### src/dsp_core_pkg.sv
package dsp_core_pkg;

	localparam int data_width = 16;
	localparam int n_blocks = 256;
	localparam int n_channels = 16;
	localparam int n_block_regs = 2;

	localparam int block_addr_w = $clog2(n_blocks);
	localparam int ch_addr_w = $clog2(n_channels);
	// selects one register inside a block.
	localparam int reg_addr_w = $clog2(n_block_regs);

	localparam int instr_width = 32;

	localparam int sat_max = 2 ** (data_width - 1) - 1;
	localparam int sat_min = -(2 ** (data_width - 1));

	typedef logic signed [data_width - 1 : 0] sample_t;
	typedef logic signed [2 * data_width - 1 : 0] wide_t;
	typedef logic [block_addr_w - 1 : 0] block_addr_t;
	typedef logic [ch_addr_w - 1 : 0] ch_addr_t;
	typedef logic [instr_width - 1 : 0] instr_t;

	// codes above OP_MOV are treated as no operation by the execute stage.
	typedef enum logic [4 : 0] {
		OP_NOP = 5'd0,
		OP_ADD = 5'd1,
		OP_SUB = 5'd2,
		OP_CLAMP = 5'd3,
		OP_ABS = 5'd4,
		OP_LSH = 5'd5,
		OP_ARSH = 5'd6,
		OP_MUL = 5'd7,
		OP_MOV = 5'd8
	} opcode_t;

	// instruction word, top bit first.
	typedef struct packed {
		opcode_t opcode;
		ch_addr_t src_a;
		// doubles as the shift amount for LSH and ARSH.
		ch_addr_t src_b;
		ch_addr_t dest;
		logic src_a_reg;
		logic src_b_reg;
		logic saturate;
		logic [3 : 0] frac_shift;
		logic [7 : 0] unused;
	} block_fields_t;

endpackage

### src/dsp_core_if.sv


interface dsp_commit_if;
	import dsp_core_pkg::*;

	logic valid;
	// cleared when the committed operation leaves the channels untouched.
	logic write;
	ch_addr_t dest;
	sample_t value;

	modport driver (output valid, write, dest, value);

	modport result (input valid, write, dest, value);

	modport monitor (input valid);
endinterface

### src/channel_result.sv
module channel_result (
	input logic clk,
	input logic reset,
	input dsp_core_pkg::sample_t sample_in,
	input logic frame_start,
	input logic frame_done,
	input dsp_core_pkg::ch_addr_t ch_read_addr_a,
	input dsp_core_pkg::ch_addr_t ch_read_addr_b,
	output dsp_core_pkg::sample_t ch_read_data_a,
	output dsp_core_pkg::sample_t ch_read_data_b,
	dsp_commit_if.result commit,
	output dsp_core_pkg::sample_t sample_out
);
	import dsp_core_pkg::*;

	sample_t channels [n_channels];

	assign ch_read_data_a = channels[ch_read_addr_a];
	assign ch_read_data_b = channels[ch_read_addr_b];

	// channels keep their values from one tick to the next.
	always_ff @(posedge clk) begin
		if (reset) begin
			for (int i = 0; i < n_channels; i++) begin
				channels[i] <= '0;
			end
		end else begin
			if (frame_start) begin
				channels[0] <= sample_in;
			end
			if (commit.valid && commit.write) begin
				channels[commit.dest] <= commit.value;
			end
		end
	end

	// decode raises frame_done one cycle after the last write.
	always_ff @(posedge clk) begin
		if (reset) begin
			sample_out <= '0;
		end else if (frame_done) begin
			sample_out <= channels[0];
		end
	end

endmodule

### src/flat_wrapper.sv
// flat-port wrapper written by rule: the top's interface ports become plain ports
module channel_result_flat import dsp_core_pkg::*;
  (clk, reset, sample_in, frame_start, frame_done, ch_read_addr_a, ch_read_addr_b, ch_read_data_a, ch_read_data_b, sample_out, commit_valid, commit_write, commit_dest, commit_value);
  dsp_commit_if commit_i ();
  input logic clk;
  input logic reset;
  input dsp_core_pkg::sample_t sample_in;
  input logic frame_start;
  input logic frame_done;
  input dsp_core_pkg::ch_addr_t ch_read_addr_a;
  input dsp_core_pkg::ch_addr_t ch_read_addr_b;
  output dsp_core_pkg::sample_t ch_read_data_a;
  output dsp_core_pkg::sample_t ch_read_data_b;
  output dsp_core_pkg::sample_t sample_out;
  input wire logic [$bits(commit_i.valid)-1:0] commit_valid;
  input wire logic [$bits(commit_i.write)-1:0] commit_write;
  input wire logic [$bits(commit_i.dest)-1:0] commit_dest;
  input wire logic [$bits(commit_i.value)-1:0] commit_value;
  assign commit_i.valid = commit_valid;
  assign commit_i.write = commit_write;
  assign commit_i.dest = commit_dest;
  assign commit_i.value = commit_value;
  channel_result u_core (.clk(clk), .reset(reset), .sample_in(sample_in), .frame_start(frame_start), .frame_done(frame_done), .ch_read_addr_a(ch_read_addr_a), .ch_read_addr_b(ch_read_addr_b), .ch_read_data_a(ch_read_data_a), .ch_read_data_b(ch_read_data_b), .commit(commit_i), .sample_out(sample_out));
endmodule
### config.mk
export PLATFORM = sky130hd
export DESIGN_NAME = channel_result_flat
export DESIGN_NICKNAME = d
export VERILOG_FILES = /design/src/dsp_core_pkg.sv /design/src/dsp_core_if.sv /design/src/channel_result.sv /design/src/flat_wrapper.sv
export SDC_FILE = /design/constraint.sdc
export NUM_CORES = 1
export LEC_CHECK = 0
export BUFFER_PORTS_ARGS = -buffer_cell sky130_fd_sc_hd__buf_2
export CORE_MARGIN = 3
export CORE_UTILIZATION = 35
export CTS_BUF_LIST = sky130_fd_sc_hd__clkbuf_16
export DETAILED_ROUTE_END_ITERATION = 8
export GPL_TIMING_DRIVEN = 1
export PLACE_DENSITY_LB_ADDON = 0.05
export SLEW_MARGIN = 20
export SYNTH_ARGS = -nofsm -noshare
export SYNTH_HDL_FRONTEND = slang
export SYNTH_SLANG_ARGS = --single-unit
export TNS_END_PERCENT = 5
### constraint.sdc
create_clock -name clk -period 2.3 [get_ports clk]
set_input_delay 0.115 -clock clk [delete_from_list [all_inputs] [get_ports clk]]
set_output_delay 0.115 -clock clk [all_outputs]
set_load 0.01 [all_outputs]
After elaboration in Yosys (flattened, before gate mapping):

Memory sizes are Yosys's and may differ from the RTL's. A register that Yosys moved wholly into a read port is not among the register bits.
Cells that the tools add are included.
Widths: inputs -> output; s select.

* memories: 1
* bits of input ports: 50
* bits in latches: 0
* output and inout port bits: 48
* word-level logic and storage cells: 16
* memory bits (read-only): 0
* RAM bits: 256
* bits in registers: 0

Memories
* u_core.channels: words 16, bits a word 16, rd ports 3, clocked after Yosys merged registers in 1, write ports 16, line channel_result.sv:16 `sample_t channels [n_channels];`

* muxes and demuxes: 12
* reductions and logical operators: 2
* shifts and indexed selects: 0
* multipliers: 0
* bitwise gates (word level): 1
* eq/ne operators: 0
* add/subtract/negate cells: 0
* div/mod/pow operators: 0
* order comparisons: 0

Operators by type and width (count)
* $mux 16: 2
* $reduce_or 16->1: 1
* $mux 1: 9
* $mux 4: 1
* $logic_and 1x1->1: 1
* $or 1x1->1: 1

Longest topological paths before layout:

* word-level depth: 6
* gate-level depth with buffers: 6
* depth with buffers taken out: 3

Worst setup path before layout:

OpenSTA, ideal clock, no wires.

* path kind: input to register
* from: in reset
* to: mem u_core.channels[0][0] in the netlist's numbering (enable)
* required time: 1.928 ns
* data arrival time: 1.396 ns
* slack: 0.532 ns
* setup time: 0.372 ns
* buffers on the path: 1
* stages on the path: 4
* cell sequence: buf_6 -> nand4bb_4 -> nor4_4 -> or3_1

RTL lines
* start: declaration: line flat_wrapper.sv:6 `input logic reset;`
* end: declaration: line channel_result.sv:16

==> impl_metrics.py <==
metrics = {
    "worst_hold_path": {
        "whs_endpoint": "u_core.channels[0][5]",
        "holdCritPathClass": "input pin to flip-flop",
        "hold_path_startpoint": "commit_value[5]",
        "holdPathStages": 3,
    },
    "place": {
        "place_hpwl_mm": 30.1,
        "pre_cts_slack_ns": 0.282,
        "dp.cells": 1603,
        "placed_cell_area_sq_um": 15300,
        "numPortBuffers": 97,
        "place.gp.congestion": 0.781,
    },
    "die": {
        "rows": 72,
        "fp.dieH_um": 204,
        "ios": 98,
        "start_util": 0.356,
        "die_area_sq_um": 41800,
        "core-area_sq_um": 38700,
        "die_w_um": 204,
    },
    "global_routing": {
        "track_usage": 0.217,
        "grt_overflow": 0,
        "grt_pass1_vias": 9466,
        "grt_max_degree": 65,
        "antenna_found_initial": 0,
        "grt_pass1_wl_mm": 65.8,
    },
    "finish": {
        "drive_above_1_share": 0.311,
        "antenna_cells": 0,
        "fillers": 3625,
        "multi_input_area_sq_um": 5470,
        "fin_nets": 1190,
        "fin_area_sq_um": 16500,
        "syn2layout_area_growth_pct": 19.4,
        "finalNonFillerCells": 1681,
        "seq_area_sq_um": 8010,
        "fin_util": 0.425,
    },
    "logic_synthesis": {
        "yosysWarnings": 0,
        "synthArstFlopShare": 0,
        "synth_edf_count": 256,
        "synth_top_family_by_area": "multiplexers",
        "synth-seq-cells": 272,
        "synthAdderAreaFrac": 0,
        "synth.distinct_cells": 21,
        "synth_compound_area_frac": 0.0430,
        "ys_seq_area_frac": 0.581,
        "synth_top_area_frac": 0.558,
        "yosys.area.top_type": "edfxtp_1",
        "syn-num-nets": 1055,
        "netlist_area_sq_um": 13800,
        "post_synth_and_or_nand_nor_area_fraction": 0.113,
        "synthMuxAreaShare": 0.232,
        "avgSynthCellArea_sq_um": 13.7,
        "yosys.area_share.xor_xnor": 0,
        "ys_dominant_reg_cell": "edfxtp_1",
        "yosys-top-cells-area": "edfxtp_1 56%, mux4_2 21%, nor2_1 7.2%, a22oi_1 3.5%, nand2_1 3.0%",
        "synthCells": 1005,
    },
    "sta": {
        "finalHoldWorstSlack_ns": 0.0185,
        "setup_violations": 0,
        "slew_violations": 0,
        "finalClockSkew_ns": 0.0114,
        "fin_setup_tns_ns": 0,
        "hold_viol_final": 0,
        "final.min_clock_period_ns": 2.26,
        "worstMarginPinSlew_ns": 1.03,
        "slew_headroom": 0.314,
        "fin_crit_sh": 0.984,
        "fmax_ghz": 0.442,
        "fin_ws_ns": 0.0359,
        "rsz0062_at_grt": "false",
    },
    "setup_path": {
        "crit_required_ns": 2.18,
        "crit_path_end_kind": "primary output",
        "ff2ff_path_depth": 3,
        "max_stage_delay_ns": 0.51,
        "reg2reg_to": "u_core.sample_out[9]",
        "crit_type": "flip-flop to primary output",
        "cp_max_fo": 3,
        "timing.rr.start": "u_core.channels[0][9]",
        "setup.worst_path.start_class": "flip-flop",
        "cp.depth": 4,
        "cp_cell_sequence": "mux4_2, a22oi_2, nand2_1, buf_2",
        "rrSetupSlack_ns": 1.30,
        "critPathBufInv": 1,
        "cp_slowest_cell": "mux4_2",
        "path_delay_family": "multiplexers",
        "cp.arrival_ns": 2.15,
    },
    "detailed_routing": {
        "drt_iter0_drc": 830,
        "num_vias": 9126,
        "drc": 0,
        "ant_nets": 0,
        "via_per_inst": 5.43,
        "routedWlPerCell_um": 26.8,
        "drt_wl_total_mm": 45.1,
        "dr.pass1.iters": 5,
    },
    "run_status": {
        "status": "complete, no violations",
    },
    "clock_network": {
        "path_clk_slew_ns": 0.06,
        "clockBufferDepth": 3,
        "htree_levels": 1,
        "cts_buffers": 31,
        "root_buffer": "clkbuf_16",
        "insertion_delay_ns": 0.57,
        "cts_sinks": 272,
        "cts_tree": "done",
    },
    "power_and_ir_drop": {
        "power.total_mw": 11.8,
        "ir_drop_uv": 457,
        "p_leak_nw": 5.74,
        "power_density_nw_per_um2": 719,
    },
    "job": {
        "cap_violations": 0,
    },
}
[worst min-delay path, stage by stage]
cell,delay (ns)
buf_2,0.17
inv_1,0.07
mux2i_1,0.06
[cells in the mapped netlist, types with 15 or more instances]
cell / count
dfxtp_1: 16
mux2i_1: 32
a22oi_1: 64
edfxtp_1: 256
clkbuf_1: 44
a21o_1: 15
buf_1: 15
nor2_1: 263
nand2_1: 112
mux4_2: 128
inv_1: 17
buf_2: 23
[per-layer routing]
layer	track usage	share of wire	wire, um	up-vias
li1	-	-	-	4058
met1	0.318	0.45	20100	4718
met2	0.351	0.47	21200	299
met3	0.0288	0.068	3040	51
met4	0.0413	0.015	693	0
met5	0	0	0	-
[flip-flops by register name, indices dropped and copies added, names as in the netlist]
| signal | cells |
|---|---|
| u_core.sample_out | 16 |
| u_core.channels | 256 |
[cell usage in the layout (no fill, tap or decap)]
master,count
a21o_1,15
a22oi_1,45
a22oi_2,19
and2_1,3
buf_12,15
buf_2,94
buf_4,57
clkbuf_16,31
clkinv_1,8
clkinv_2,7
dfxtp_1,16
dlygate4sd3_1,20
edfxtp_1,256
inv_1,26
inv_6,1
mux2i_1,32
mux4_2,128
nand2_1,111
nand2_2,1
nand2b_2,2
nand4b_1,1
nand4bb_4,1
nor2_1,263
nor2b_1,4
nor2b_2,3
nor4_4,1
or2_2,2
or3_1,1
[how the worst max path moves through the flow]
stage	from	endpoint	slack, ns
6_report	u_core.channels[0][6]	ch_read_data_a[6]	0.04
5_1_grt	u_core.channels[0][12]	ch_read_data_a[12]	0.002
4_1_cts	u_core.channels[0][6]	ch_read_data_a[6]	0.001
3_5_place_dp	ch_read_addr_b[0]	ch_read_data_b[14]	0.28
3_3_place_gp	ch_read_addr_b[0]	ch_read_data_b[14]	0.26
2_1_floorplan	reset	u_core.channels[0][0]	0.53
[final cells by class]
cell class / count / share of cell area
Tap cell: 518 / 0.0394
Clock buffer: 31 / 0.0471
Multi-Input combinational cell: 632 / 0.332
Timing Repair Buffer: 186 / 0.0849
Inverter: 17 / 0.00388
Clock inverter: 25 / 0.00653
Sequential cell: 272 / 0.486
[cell families (layout without fill, tap and decap cells)]
| group | after synthesis | in the layout |
|---|---|---|
| DFF | 272 | 272 |
| and+or+nand+nor | 393 | 393 |
| AOI/OAI and AO/OA | 79 | 79 |
| buffers and inverters | 101 | 259 |
| muxes | 160 | 160 |
[repair_timing]
item	CTS	global route
endpoints found under the hold margin	16	0
endpoints found under the setup margin	12	9
hold buffers	20	0
buffers inserted	1	1
resized for setup	13	7
pin swaps	0	1
[power by group]
group | internal (mW) | switching (mW)
clock | 2.42 | 1.96
combinational | 0.725 | 0.895
sequential | 5.69 | 0.152
Power figures use the tool's default switching activity.
