### src/dsp_core_pkg.sv
package dsp_core_pkg;

	localparam int data_width = 16;
	localparam int n_blocks = 256;
	localparam int n_channels = 16;
	localparam int n_block_regs = 2;

	localparam int block_addr_w = $clog2(n_blocks);
	localparam int ch_addr_w = $clog2(n_channels);
	// selects one register inside a block.
	localparam int reg_addr_w = $clog2(n_block_regs);

	localparam int instr_width = 32;

	localparam int sat_max = 2 ** (data_width - 1) - 1;
	localparam int sat_min = -(2 ** (data_width - 1));

	typedef logic signed [data_width - 1 : 0] sample_t;
	typedef logic signed [2 * data_width - 1 : 0] wide_t;
	typedef logic [block_addr_w - 1 : 0] block_addr_t;
	typedef logic [ch_addr_w - 1 : 0] ch_addr_t;
	typedef logic [instr_width - 1 : 0] instr_t;

	// codes above OP_MOV are treated as no operation by the execute stage.
	typedef enum logic [4 : 0] {
		OP_NOP = 5'd0,
		OP_ADD = 5'd1,
		OP_SUB = 5'd2,
		OP_CLAMP = 5'd3,
		OP_ABS = 5'd4,
		OP_LSH = 5'd5,
		OP_ARSH = 5'd6,
		OP_MUL = 5'd7,
		OP_MOV = 5'd8
	} opcode_t;

	// instruction word, top bit first.
	typedef struct packed {
		opcode_t opcode;
		ch_addr_t src_a;
		// doubles as the shift amount for LSH and ARSH.
		ch_addr_t src_b;
		ch_addr_t dest;
		logic src_a_reg;
		logic src_b_reg;
		logic saturate;
		logic [3 : 0] frac_shift;
		logic [7 : 0] unused;
	} block_fields_t;

endpackage

### src/dsp_core_if.sv
interface dsp_issue_if;
	import dsp_core_pkg::*;

	logic valid;
	logic ready;
	opcode_t op;
	sample_t operand_a;
	sample_t operand_b;
	logic [3 : 0] shift_amt;
	logic [3 : 0] frac_shift;
	logic saturate;
	ch_addr_t dest;

	modport decode (
		output valid, op, operand_a, operand_b, shift_amt, frac_shift, saturate, dest,
		input ready
	);

	modport execute (
		input valid, op, operand_a, operand_b, shift_amt, frac_shift, saturate, dest,
		output ready
	);
endinterface

interface dsp_commit_if;
	import dsp_core_pkg::*;

	logic valid;
	// cleared when the committed operation leaves the channels untouched.
	logic write;
	ch_addr_t dest;
	sample_t value;

	modport driver (output valid, write, dest, value);

	modport result (input valid, write, dest, value);

	modport monitor (input valid);
endinterface

### src/block_execute.sv
module block_execute (
	input logic clk,
	input logic reset,
	dsp_issue_if.execute issue,
	dsp_commit_if.driver commit
);
	import dsp_core_pkg::*;

	wide_t a_w;
	wide_t b_w;
	wide_t lim;
	wide_t op_result;
	logic op_writes;
	logic transfer;
	logic mul_pending;
	wide_t product_q;
	logic [3 : 0] frac_q;
	logic sat_q;
	ch_addr_t dest_q;
	sample_t value_q;

	function automatic sample_t clip(wide_t x, logic sat);
		if (sat && x > sat_max) begin
			return sample_t'(sat_max);
		end
		if (sat && x < sat_min) begin
			return sample_t'(sat_min);
		end
		return x[data_width - 1 : 0];
	endfunction

	assign transfer = issue.valid & issue.ready;
	assign issue.ready = ~mul_pending;
	assign commit.dest = dest_q;
	assign commit.value = value_q;

	// results are formed at full width and narrowed afterwards.
	always_comb begin
		a_w = wide_t'(issue.operand_a);
		b_w = wide_t'(issue.operand_b);
		lim = (b_w < 0) ? -b_w : b_w;
		op_result = a_w;
		op_writes = 1'b1;
		case (issue.op)
			OP_ADD: op_result = a_w + b_w;
			OP_SUB: op_result = a_w - b_w;
			OP_ABS: op_result = (a_w < 0) ? -a_w : a_w;
			OP_CLAMP: begin
				if (a_w > lim) begin
					op_result = lim;
				end else if (a_w < -lim) begin
					op_result = -lim;
				end
			end
			OP_LSH: op_result = a_w <<< issue.shift_amt;
			OP_ARSH: op_result = a_w >>> issue.shift_amt;
			OP_MUL: op_result = a_w * b_w;
			OP_MOV: op_result = a_w;
			default: op_writes = 1'b0;
		endcase
	end

	always_ff @(posedge clk) begin
		if (transfer) begin
			dest_q <= issue.dest;
			sat_q <= issue.saturate;
			frac_q <= issue.frac_shift;
			product_q <= op_result;
			value_q <= clip(op_result, issue.saturate);
		end
		// a Q15 product keeps frac_shift extra integer bits.
		if (mul_pending) begin
			value_q <= clip(product_q >>> (4'd15 - frac_q), sat_q);
		end
	end

	always_ff @(posedge clk) begin
		if (reset) begin
			mul_pending <= 1'b0;
			commit.valid <= 1'b0;
			commit.write <= 1'b0;
		end else begin
			commit.valid <= 1'b0;
			commit.write <= 1'b0;
			if (mul_pending) begin
				mul_pending <= 1'b0;
				commit.valid <= 1'b1;
				commit.write <= 1'b1;
			end else if (transfer) begin
				if (issue.op == OP_MUL) begin
					mul_pending <= 1'b1;
				end else begin
					commit.valid <= 1'b1;
					commit.write <= op_writes;
				end
			end
		end
	end

endmodule

### src/flat_wrapper.sv
// flat-port wrapper written by rule: the top's interface ports become plain ports
module block_execute_flat import dsp_core_pkg::*;
  (clk, reset, issue_valid, issue_op, issue_operand_a, issue_operand_b, issue_shift_amt, issue_frac_shift, issue_saturate, issue_dest, issue_ready, commit_valid, commit_write, commit_dest, commit_value);
  dsp_issue_if issue_i ();
  dsp_commit_if commit_i ();
  input logic clk;
  input logic reset;
  input wire logic [$bits(issue_i.valid)-1:0] issue_valid;
  input wire logic [$bits(issue_i.op)-1:0] issue_op;
  input wire logic [$bits(issue_i.operand_a)-1:0] issue_operand_a;
  input wire logic [$bits(issue_i.operand_b)-1:0] issue_operand_b;
  input wire logic [$bits(issue_i.shift_amt)-1:0] issue_shift_amt;
  input wire logic [$bits(issue_i.frac_shift)-1:0] issue_frac_shift;
  input wire logic [$bits(issue_i.saturate)-1:0] issue_saturate;
  input wire logic [$bits(issue_i.dest)-1:0] issue_dest;
  output wire logic [$bits(issue_i.ready)-1:0] issue_ready;
  output wire logic [$bits(commit_i.valid)-1:0] commit_valid;
  output wire logic [$bits(commit_i.write)-1:0] commit_write;
  output wire logic [$bits(commit_i.dest)-1:0] commit_dest;
  output wire logic [$bits(commit_i.value)-1:0] commit_value;
  assign issue_i.valid = issue_valid;
  assign issue_i.op = issue_op;
  assign issue_i.operand_a = issue_operand_a;
  assign issue_i.operand_b = issue_operand_b;
  assign issue_i.shift_amt = issue_shift_amt;
  assign issue_i.frac_shift = issue_frac_shift;
  assign issue_i.saturate = issue_saturate;
  assign issue_i.dest = issue_dest;
  assign issue_ready = issue_i.ready;
  assign commit_valid = commit_i.valid;
  assign commit_write = commit_i.write;
  assign commit_dest = commit_i.dest;
  assign commit_value = commit_i.value;
  block_execute u_core (.clk(clk), .reset(reset), .issue(issue_i), .commit(commit_i));
endmodule
### config.mk
export PLATFORM = sky130hd
export DESIGN_NAME = block_execute_flat
export DESIGN_NICKNAME = d
export VERILOG_FILES = /design/src/dsp_core_pkg.sv /design/src/dsp_core_if.sv /design/src/block_execute.sv /design/src/flat_wrapper.sv
export SDC_FILE = /design/constraint.sdc
export NUM_CORES = 1
export LEC_CHECK = 0
export BUFFER_PORTS_ARGS = -buffer_cell sky130_fd_sc_hd__buf_4
export CAP_MARGIN = 10
export CORE_UTILIZATION = 38
export DETAILED_ROUTE_END_ITERATION = 10
export PLACE_DENSITY = 0.53
export SKIP_CTS_REPAIR_TIMING = 1
export SKIP_LAST_GASP = 1
export SLEW_MARGIN = 10
export SYNTH_ARGS = -nofsm -noshare
export SYNTH_HDL_FRONTEND = slang
export SYNTH_SLANG_ARGS = --single-unit
### constraint.sdc
create_clock -name clk -period 25.9 [get_ports clk]
set_input_delay 3.885 -clock clk [delete_from_list [all_inputs] [get_ports clk]]
set_output_delay 3.885 -clock clk [all_outputs]
set_load 0.02 [all_outputs]
# Yosys cells after proc, flatten, opt, wreduce, memory -nomap -nowiden
# Cells that the tools add are included.
# Widths: inputs -> output; s select.
[totals] inputBits=53 word_cells=77 regBits=60 output_inout_bits=23
[op_classes] mul=1 n_shift=3 order_cmp=8 n_addsub=6 reduce_logical=7 eq_ne=8 muxes=33 bitwise_logic=3
[op_table] op="$pmux 32 s7" n=1
[op_table] op="$mux 16" n=10
[op_table] op="$mux 32" n=4
[op_table] op="$gt 32x16->1 const B" n=2
[op_table] op="$lt 32x16->1 const B" n=2
[op_table] op="$neg 16->32" n=2
[op_table] op="$gt 16x32->1" n=1
[op_table] op="$lt 16x1->1 const B" n=2
[op_table] op="$lt 16x32->1" n=1
[op_table] op="$mul 16x16->32" n=1
[op_table] op="$neg 32->32" n=1
[op_table] op="$sshl 16x4->32" n=1
[op_table] op="$sshr 16x4->32" n=1
[op_table] op="$sshr 32x4->32" n=1
[op_table] op="$eq 5x3->1 const B" n=4
[op_table] op="$mux 1" n=18
[op_table] op="$add 16x16->17" n=1
[op_table] op="$sub 16x16->17" n=1
[op_table] op="$eq 5x2->1 const B" n=2
[op_table] op="$reduce_or 7->1" n=1
[op_table] op="$eq 5x1->1 const B" n=1
[op_table] op="$eq 5x4->1 const B" n=1
[op_table] op="$logic_and 1x1->1" n=4
[op_table] op="$sub 4x4->4 const A" n=1
[op_table] op="other kinds (4)" n=5

# Longest topological paths before layout
[logic_depth] depth_word=17 depth_mapped=31

# Worst setup path before layout
# OpenSTA, ideal clock, no wires.
[synth_path] path_type="input to register" from="input port issue_operand_a[15]" to="register u_core.value_q[2] (netlist: u_core.commit.value[2]) (data pin)" path_buffers=7 required_ns=25.627 setup_ns=0.273 arrival_ns=11.389 slack_ns=14.238 path_stages=31 cell_sequence="buf_6 > buf_6 > clkbuf_1 > buf_1 > clkbuf_1 > nand2_1 > inv_1 > fa_1 > inv_1 > fa_1 > fa_1 > inv_1 > fa_1 > fa_1 > inv_1 > fa_1 > inv_1 > ha_1 > clkbuf_1 > nand2_1 > a2111oi_0 > o21ai_0 > nand2_1 > a31oi_1 > xnor2_1 > a2111oi_0 > a21oi_1 > or4_4 > nor4b_4 > buf_6 > o22ai_1"
[synth_via] elab_chain_cells=13
[synth_lines] item="from (decl)" line_no="flat_wrapper.sv:10" text="input wire logic [$bits(issue_i.operand_a)-1:0] issue_operand_a;"
[synth_lines] item="branches (longest 3 deep; another with $mul 16x16->32)"
[synth_lines] item="$pmux 32 s7 *" line_no="block_execute.sv:44" text="case (issue.op)"
[synth_lines] item="via u_core.op_result[20]" line_no="block_execute.sv:12" text="wide_t op_result;"
[synth_lines] item="$lt 32x16->1" line_no="block_execute.sv:26" text="if (sat && x < sat_min) begin"
[synth_lines] item="$logic_and 1x1->1" line_no="block_execute.sv:26"
[synth_lines] item="$mux 1 (2 in series)" line_no="block_execute.sv:26"
[synth_lines] item="$mux 1" line_no="block_execute.sv:64" text="if (transfer) begin"
[synth_lines] item="$mux 16" line_no="block_execute.sv:29" text="return x[data_width - 1 : 0];"
[synth_lines] item="$mux 16 *" line_no="block_execute.sv:26"
[synth_lines] item="$mux 16 *" line_no="block_execute.sv:64"
[synth_lines] item="$mux 16 *" line_no="block_execute.sv:72" text="if (mul_pending) begin"
[synth_lines] item="to (signal assigned)" line_no="block_execute.sv:69" text="value_q <= clip(op_result, issue.saturate);"
[synth_lines] item="to (signal assigned)" line_no="block_execute.sv:73" text="value_q <= clip(product_q >>> (4'd15 - frac_q), sat_q);"
[synth_lines] item="to (decl)" line_no="block_execute.sv:20" text="sample_t value_q;"
# Mark *: on every way through the listed nets, which the timed path passes. The select of a mux whose other input is x is not followed.
# A chain may end at the register's enable or synchronous reset.

# Worst setup path after layout
[layout_path] from="input port issue_operand_b[15]" to="register u_core.value_q[10] (netlist: u_core.commit.value[10]) (data pin)"
[layout_via] elab_chain_cells=16
[layout_lines] item="from (decl)" line_no="flat_wrapper.sv:11" text="input wire logic [$bits(issue_i.operand_b)-1:0] issue_operand_b;"
[layout_lines] item="$neg 16->32 / $lt 16x1->1 (equally long branches)" line_no="block_execute.sv:41" text="lim = (b_w < 0) ? -b_w : b_w;"
[layout_lines] item="$mux 32" line_no="block_execute.sv:41"
[layout_lines] item="$neg 32->32" line_no="block_execute.sv:51, block_execute.sv:52"
[layout_lines] item="$lt 16x32->1" line_no="block_execute.sv:51" text="end else if (a_w < -lim) begin"
[layout_lines] item="$mux 32" line_no="block_execute.sv:51"
[layout_lines] item="$mux 32" line_no="block_execute.sv:49" text="if (a_w > lim) begin"
[layout_lines] item="$pmux 32 s7 *" line_no="block_execute.sv:44"
[layout_lines] item="via u_core.op_result[20]" line_no="block_execute.sv:12"
[layout_lines] item="$lt 32x16->1" line_no="block_execute.sv:26"
[layout_lines] item="$logic_and 1x1->1" line_no="block_execute.sv:26"
[layout_lines] item="$mux 1 (2 in series)" line_no="block_execute.sv:26"
[layout_lines] item="$mux 1" line_no="block_execute.sv:64"
[layout_lines] item="$mux 16" line_no="block_execute.sv:29"
[layout_lines] item="$mux 16 *" line_no="block_execute.sv:26"
[layout_lines] item="$mux 16 *" line_no="block_execute.sv:64"
[layout_lines] item="$mux 16 *" line_no="block_execute.sv:72"
# Mark *: on every way through the listed nets, which the timed path passes. The rest lies on a longest branch. The select of a mux whose other input is x is not followed.

==> impl_metrics.csv <==
group,metric,value,unit
flow_run,maxCapViolCount,0,
min_path,hold_depth,1,
yosys,synth_top_area_share,0.251,
sta,final-max-slew-violation-count,0,
status,status,"finished, final reports clean",
global_routing,grt_first_pass_wirelength,116,mm
routing,detail_route.iter0.violations,1551,
placement,place_inst,3252,
final_layout,syn2layout_area_growth,6.40,%
clock_tree,cts-root-buf,"clkbuf_16",
clock_tree,clkTransAtPathRegs,50,ps
placement,portBuffers,75,
routing,drcViolationCount,0,
die,die_area,56400,sq um
global_routing,grt_usage,0.265,
setup_path,critPathMaxStageDelay,800,ps
clock_tree,clkSinkCount,60,
setup_path,worst-path-buf-inv,4,
setup_path,end_kind,"register",
clock_tree,cts_tree,"yes",
power_and_ir_drop,p_int,1.23,mW
power_and_ir_drop,p_comb_frac,0.925,
routing,dr.pass1.iters,6,
placement,gp_congestion,0.952,
power_and_ir_drop,ir_drop,0.000158,V
sta,fin_crit_sh,0.487,
yosys,yosysMostFrequentCell,"inv_1",
final_layout,final_cells,3267,
yosys,yosysSeqAreaShare,0.0840,
routing,detail-route-antenna-nets,0,
setup_path,cp.arrival,12660,ps
die,core_area,54300,sq um
clock_tree,htree_levels,3,
setup_path,path_common_cell,"fa_1",
power_and_ir_drop,p_sw_frac,0.604,
yosys,synthCells,2554,
clock_tree,clockBufferDepth,2,
sta,worstMarginPinSlew,1010,ps
setup_path,rr_worst_depth,10,
routing,vias,19000,
setup_path,reg2reg_to,"u_core.commit.value[13]",
die,core.rowCount,85,
sta,fin_setup_tns,0,ps
sta,max_slew_margin,0.321,
sta,setup_violations,0,
routing,routedWlPerCell,22.8,um
setup_path,cp.required,25940,ps
power_and_ir_drop,finalPower,3.11,mW
clock_tree,numCtsBuffers,9,
power_and_ir_drop,p_sw,1.88,mW
power_and_ir_drop,pwr-share-seq,0.041,
final_layout,fin_util,0.413,
sta,rsz0062_at_grt,"false",
die,die_w,238,um
power_and_ir_drop,p_leak,10.4,nW
min_path,hold_path_end,"u_core.commit.write",
min_path,hold_path.class,"reg -> reg",
yosys,synth_cell_type_count,96,
global_routing,gr-total-overflow,0,
yosys,avgSynthCellArea,8.25,sq um
final_layout,drive_gt1_frac,0.0819,
setup_path,criticalPathCategory,"in -> reg",
power_and_ir_drop,pwr-share-clk,0.034,
yosys,synth-seq-cells,60,
final_layout,num-fill-cells,5484,
yosys,syn_area,21100,sq um
power_and_ir_drop,powerDensity,138,nW/um^2
die,start_util,0.388,
global_routing,grt_pass1_vias,19200,
yosys,synth_async_sr_flop_share,0,
setup_path,start_kind,"input port",
setup_path,worstReg2RegStart,"u_core.frac_q[0]",
setup_path,worstPathMaxFanout,28,
sta,hold_ws,681,ps
min_path,worstHoldStart,"u_core.mul_pending",
yosys,synthTopCellsByCount,"inv_1, nand2_1, fa_1",
sta,fmax,79.3,MHz
global_routing,antenna_found_initial,1,
setup_path,crit_chain,"buf_4 > clkinv_1 > nor2_1 > fa_1 > fa_1 > fa_1 > fa_1 > fa_1 > inv_1 > fa_1 > inv_1 > ha_1 > nand2_1 > a2111oi_0 > o21ai_0 > nand2_1 > a31oi_1 > xnor2_1 > a2111oi_0 > a21oi_1 > or4_4 > nor4b_4 > o32ai_1",
clock_tree,clkLatencyLatePin,330,ps
yosys,synth.largest_area_cell,"fa_1",
routing,vias_per_cell,5.81,
setup_path,r2r_setup_slack,22040,ps
setup_path,critical-path-top-delay-family,"adder cells",
setup_path,critPathLaunch,"issue_operand_b[15]",
setup_path,slowest_stage,"a2111oi_0",
yosys,synthTopCellsByArea,"fa_1, ha_1, edfxtp_1",
routing,wl,74.4,mm
placement,dp_hpwl,58.9,mm
global_routing,grt_max_degree,58,
sta,min_period,12620,ps
die,top_level_ports,76,
sta,hold_viol_final,0,
yosys,yosys_warnings,0,
yosys,synth-main-ff-cell,"edfxtp_1",
yosys,synth_edf_count,57,
sta,fin_skew,7.38,ps
die,dieHeight,238,um
final_layout,nets,3020,
[worst register-to-register path: cells and delay by family (launching register included)]
kind	cells	cell delay, ps
mux	1	610
buf+inv	1	450
compound gates	5	1470
flops	1	320
simple gates	3	720
[metal layers]
| layer | up-vias | wire, um | global-route usage |
|---|---|---|---|
| met3 | 103 | 4540 | 0.0280 |
| met2 | 717 | 34600 | 0.437 |
| met1 | 9554 | 33000 | 0.367 |
| li1 | 8593 | - | - |
| met4 | 0 | 2330 | 0.0796 |
| met5 | - | 0 | 0 |
[cells in the final DEF, fill, tap and decap left out, types with 15 or more instances in the layout]
| cell | instances |
|---|---|
| edfxtp_1 | 57 |
| nor3_1 | 30 |
| nor2b_1 | 25 |
| xor2_1 | 18 |
| o22ai_1 | 21 |
| fa_1 | 264 |
| mux2_2 | 16 |
| ha_1 | 179 |
| a21o_1 | 24 |
| nor4_1 | 15 |
| mux4_2 | 28 |
| buf_4 | 97 |
| a21oi_1 | 143 |
| nand3_1 | 27 |
| nand2_1 | 291 |
| a211oi_1 | 21 |
| and2_1 | 66 |
| xnor2_1 | 44 |
| nor2_1 | 178 |
| inv_1 | 384 |
| nand2b_1 | 32 |
| mux2i_1 | 98 |
| nand4_1 | 24 |
| conb_1 | 16 |
| a31oi_1 | 19 |
| o21ai_0 | 99 |
[how the worst max path moves through the flow]
stage	endpoint	slack (ps)	cells past startpoint
detailed placement	u_core.commit.value[10]	13060	23
global placement	u_core.commit.value[10]	13310	23
finish	u_core.commit.value[10]	13280	23
CTS	u_core.commit.value[10]	13380	23
floorplan	u_core.commit.value[2]	14240	31
global route	u_core.commit.value[10]	12860	23
[registers in the layout, summed over array words and instances (netlist names)]
register and count:
u_core.product_q 32, u_core.commit.value 16, u_core.commit.dest 4, u_core.frac_q 4, u_core.commit.valid 1, u_core.commit.write 1
u_core.mul_pending 1, u_core.sat_q 1
[cell families (layout without fill, tap and decap cells)]
logic type      count (synthesis)  in the layout  share of synthesized area
mux                           143            143                     0.0861
compound gates                527            527                      0.169
flops                          60             60                     0.0840
buf+inv                       546            504                      0.101
other cells                     1             17                   0.000178
xor+xnor                       62             62                     0.0258
simple gates                  772            772                      0.177
fa+ha+maj                     443            443                      0.357
[cell type report]
class / instances / area, sq um / area share
repair buffers: 97 / 728 / 0.0325
inverters: 393 / 1480 / 0.0658
well taps: 739 / 925 / 0.0412
flip-flops and latches: 60 / 1770 / 0.0790
diodes: 1 / 2.50 / 0.000112
clock buffers: 9 / 225 / 0.0100
multi-input cells: 1963 / 17300 / 0.770
clock inverters: 5 / 31.3 / 0.00139
[stage by stage]
stage	cell area [sq um]	worst slack [ps]
after floorplan	21100	14240
after global placement	22200	13310
after detailed placement	22200	13060
after CTS	22400	13380
after global routing	22400	12860
final	22400	13280
[power groups by stage]
stage	registers (mW)	logic (mW)	clock network, mW
floorplan	0.132	1.99	0
global placement	0.130	2.78	0
detailed placement	0.130	2.81	0
CTS	0.128	2.83	0.107
global route	0.129	3.19	0.110
finish	0.128	2.87	0.104
Note: power is estimated with default switching activity, not from simulation.
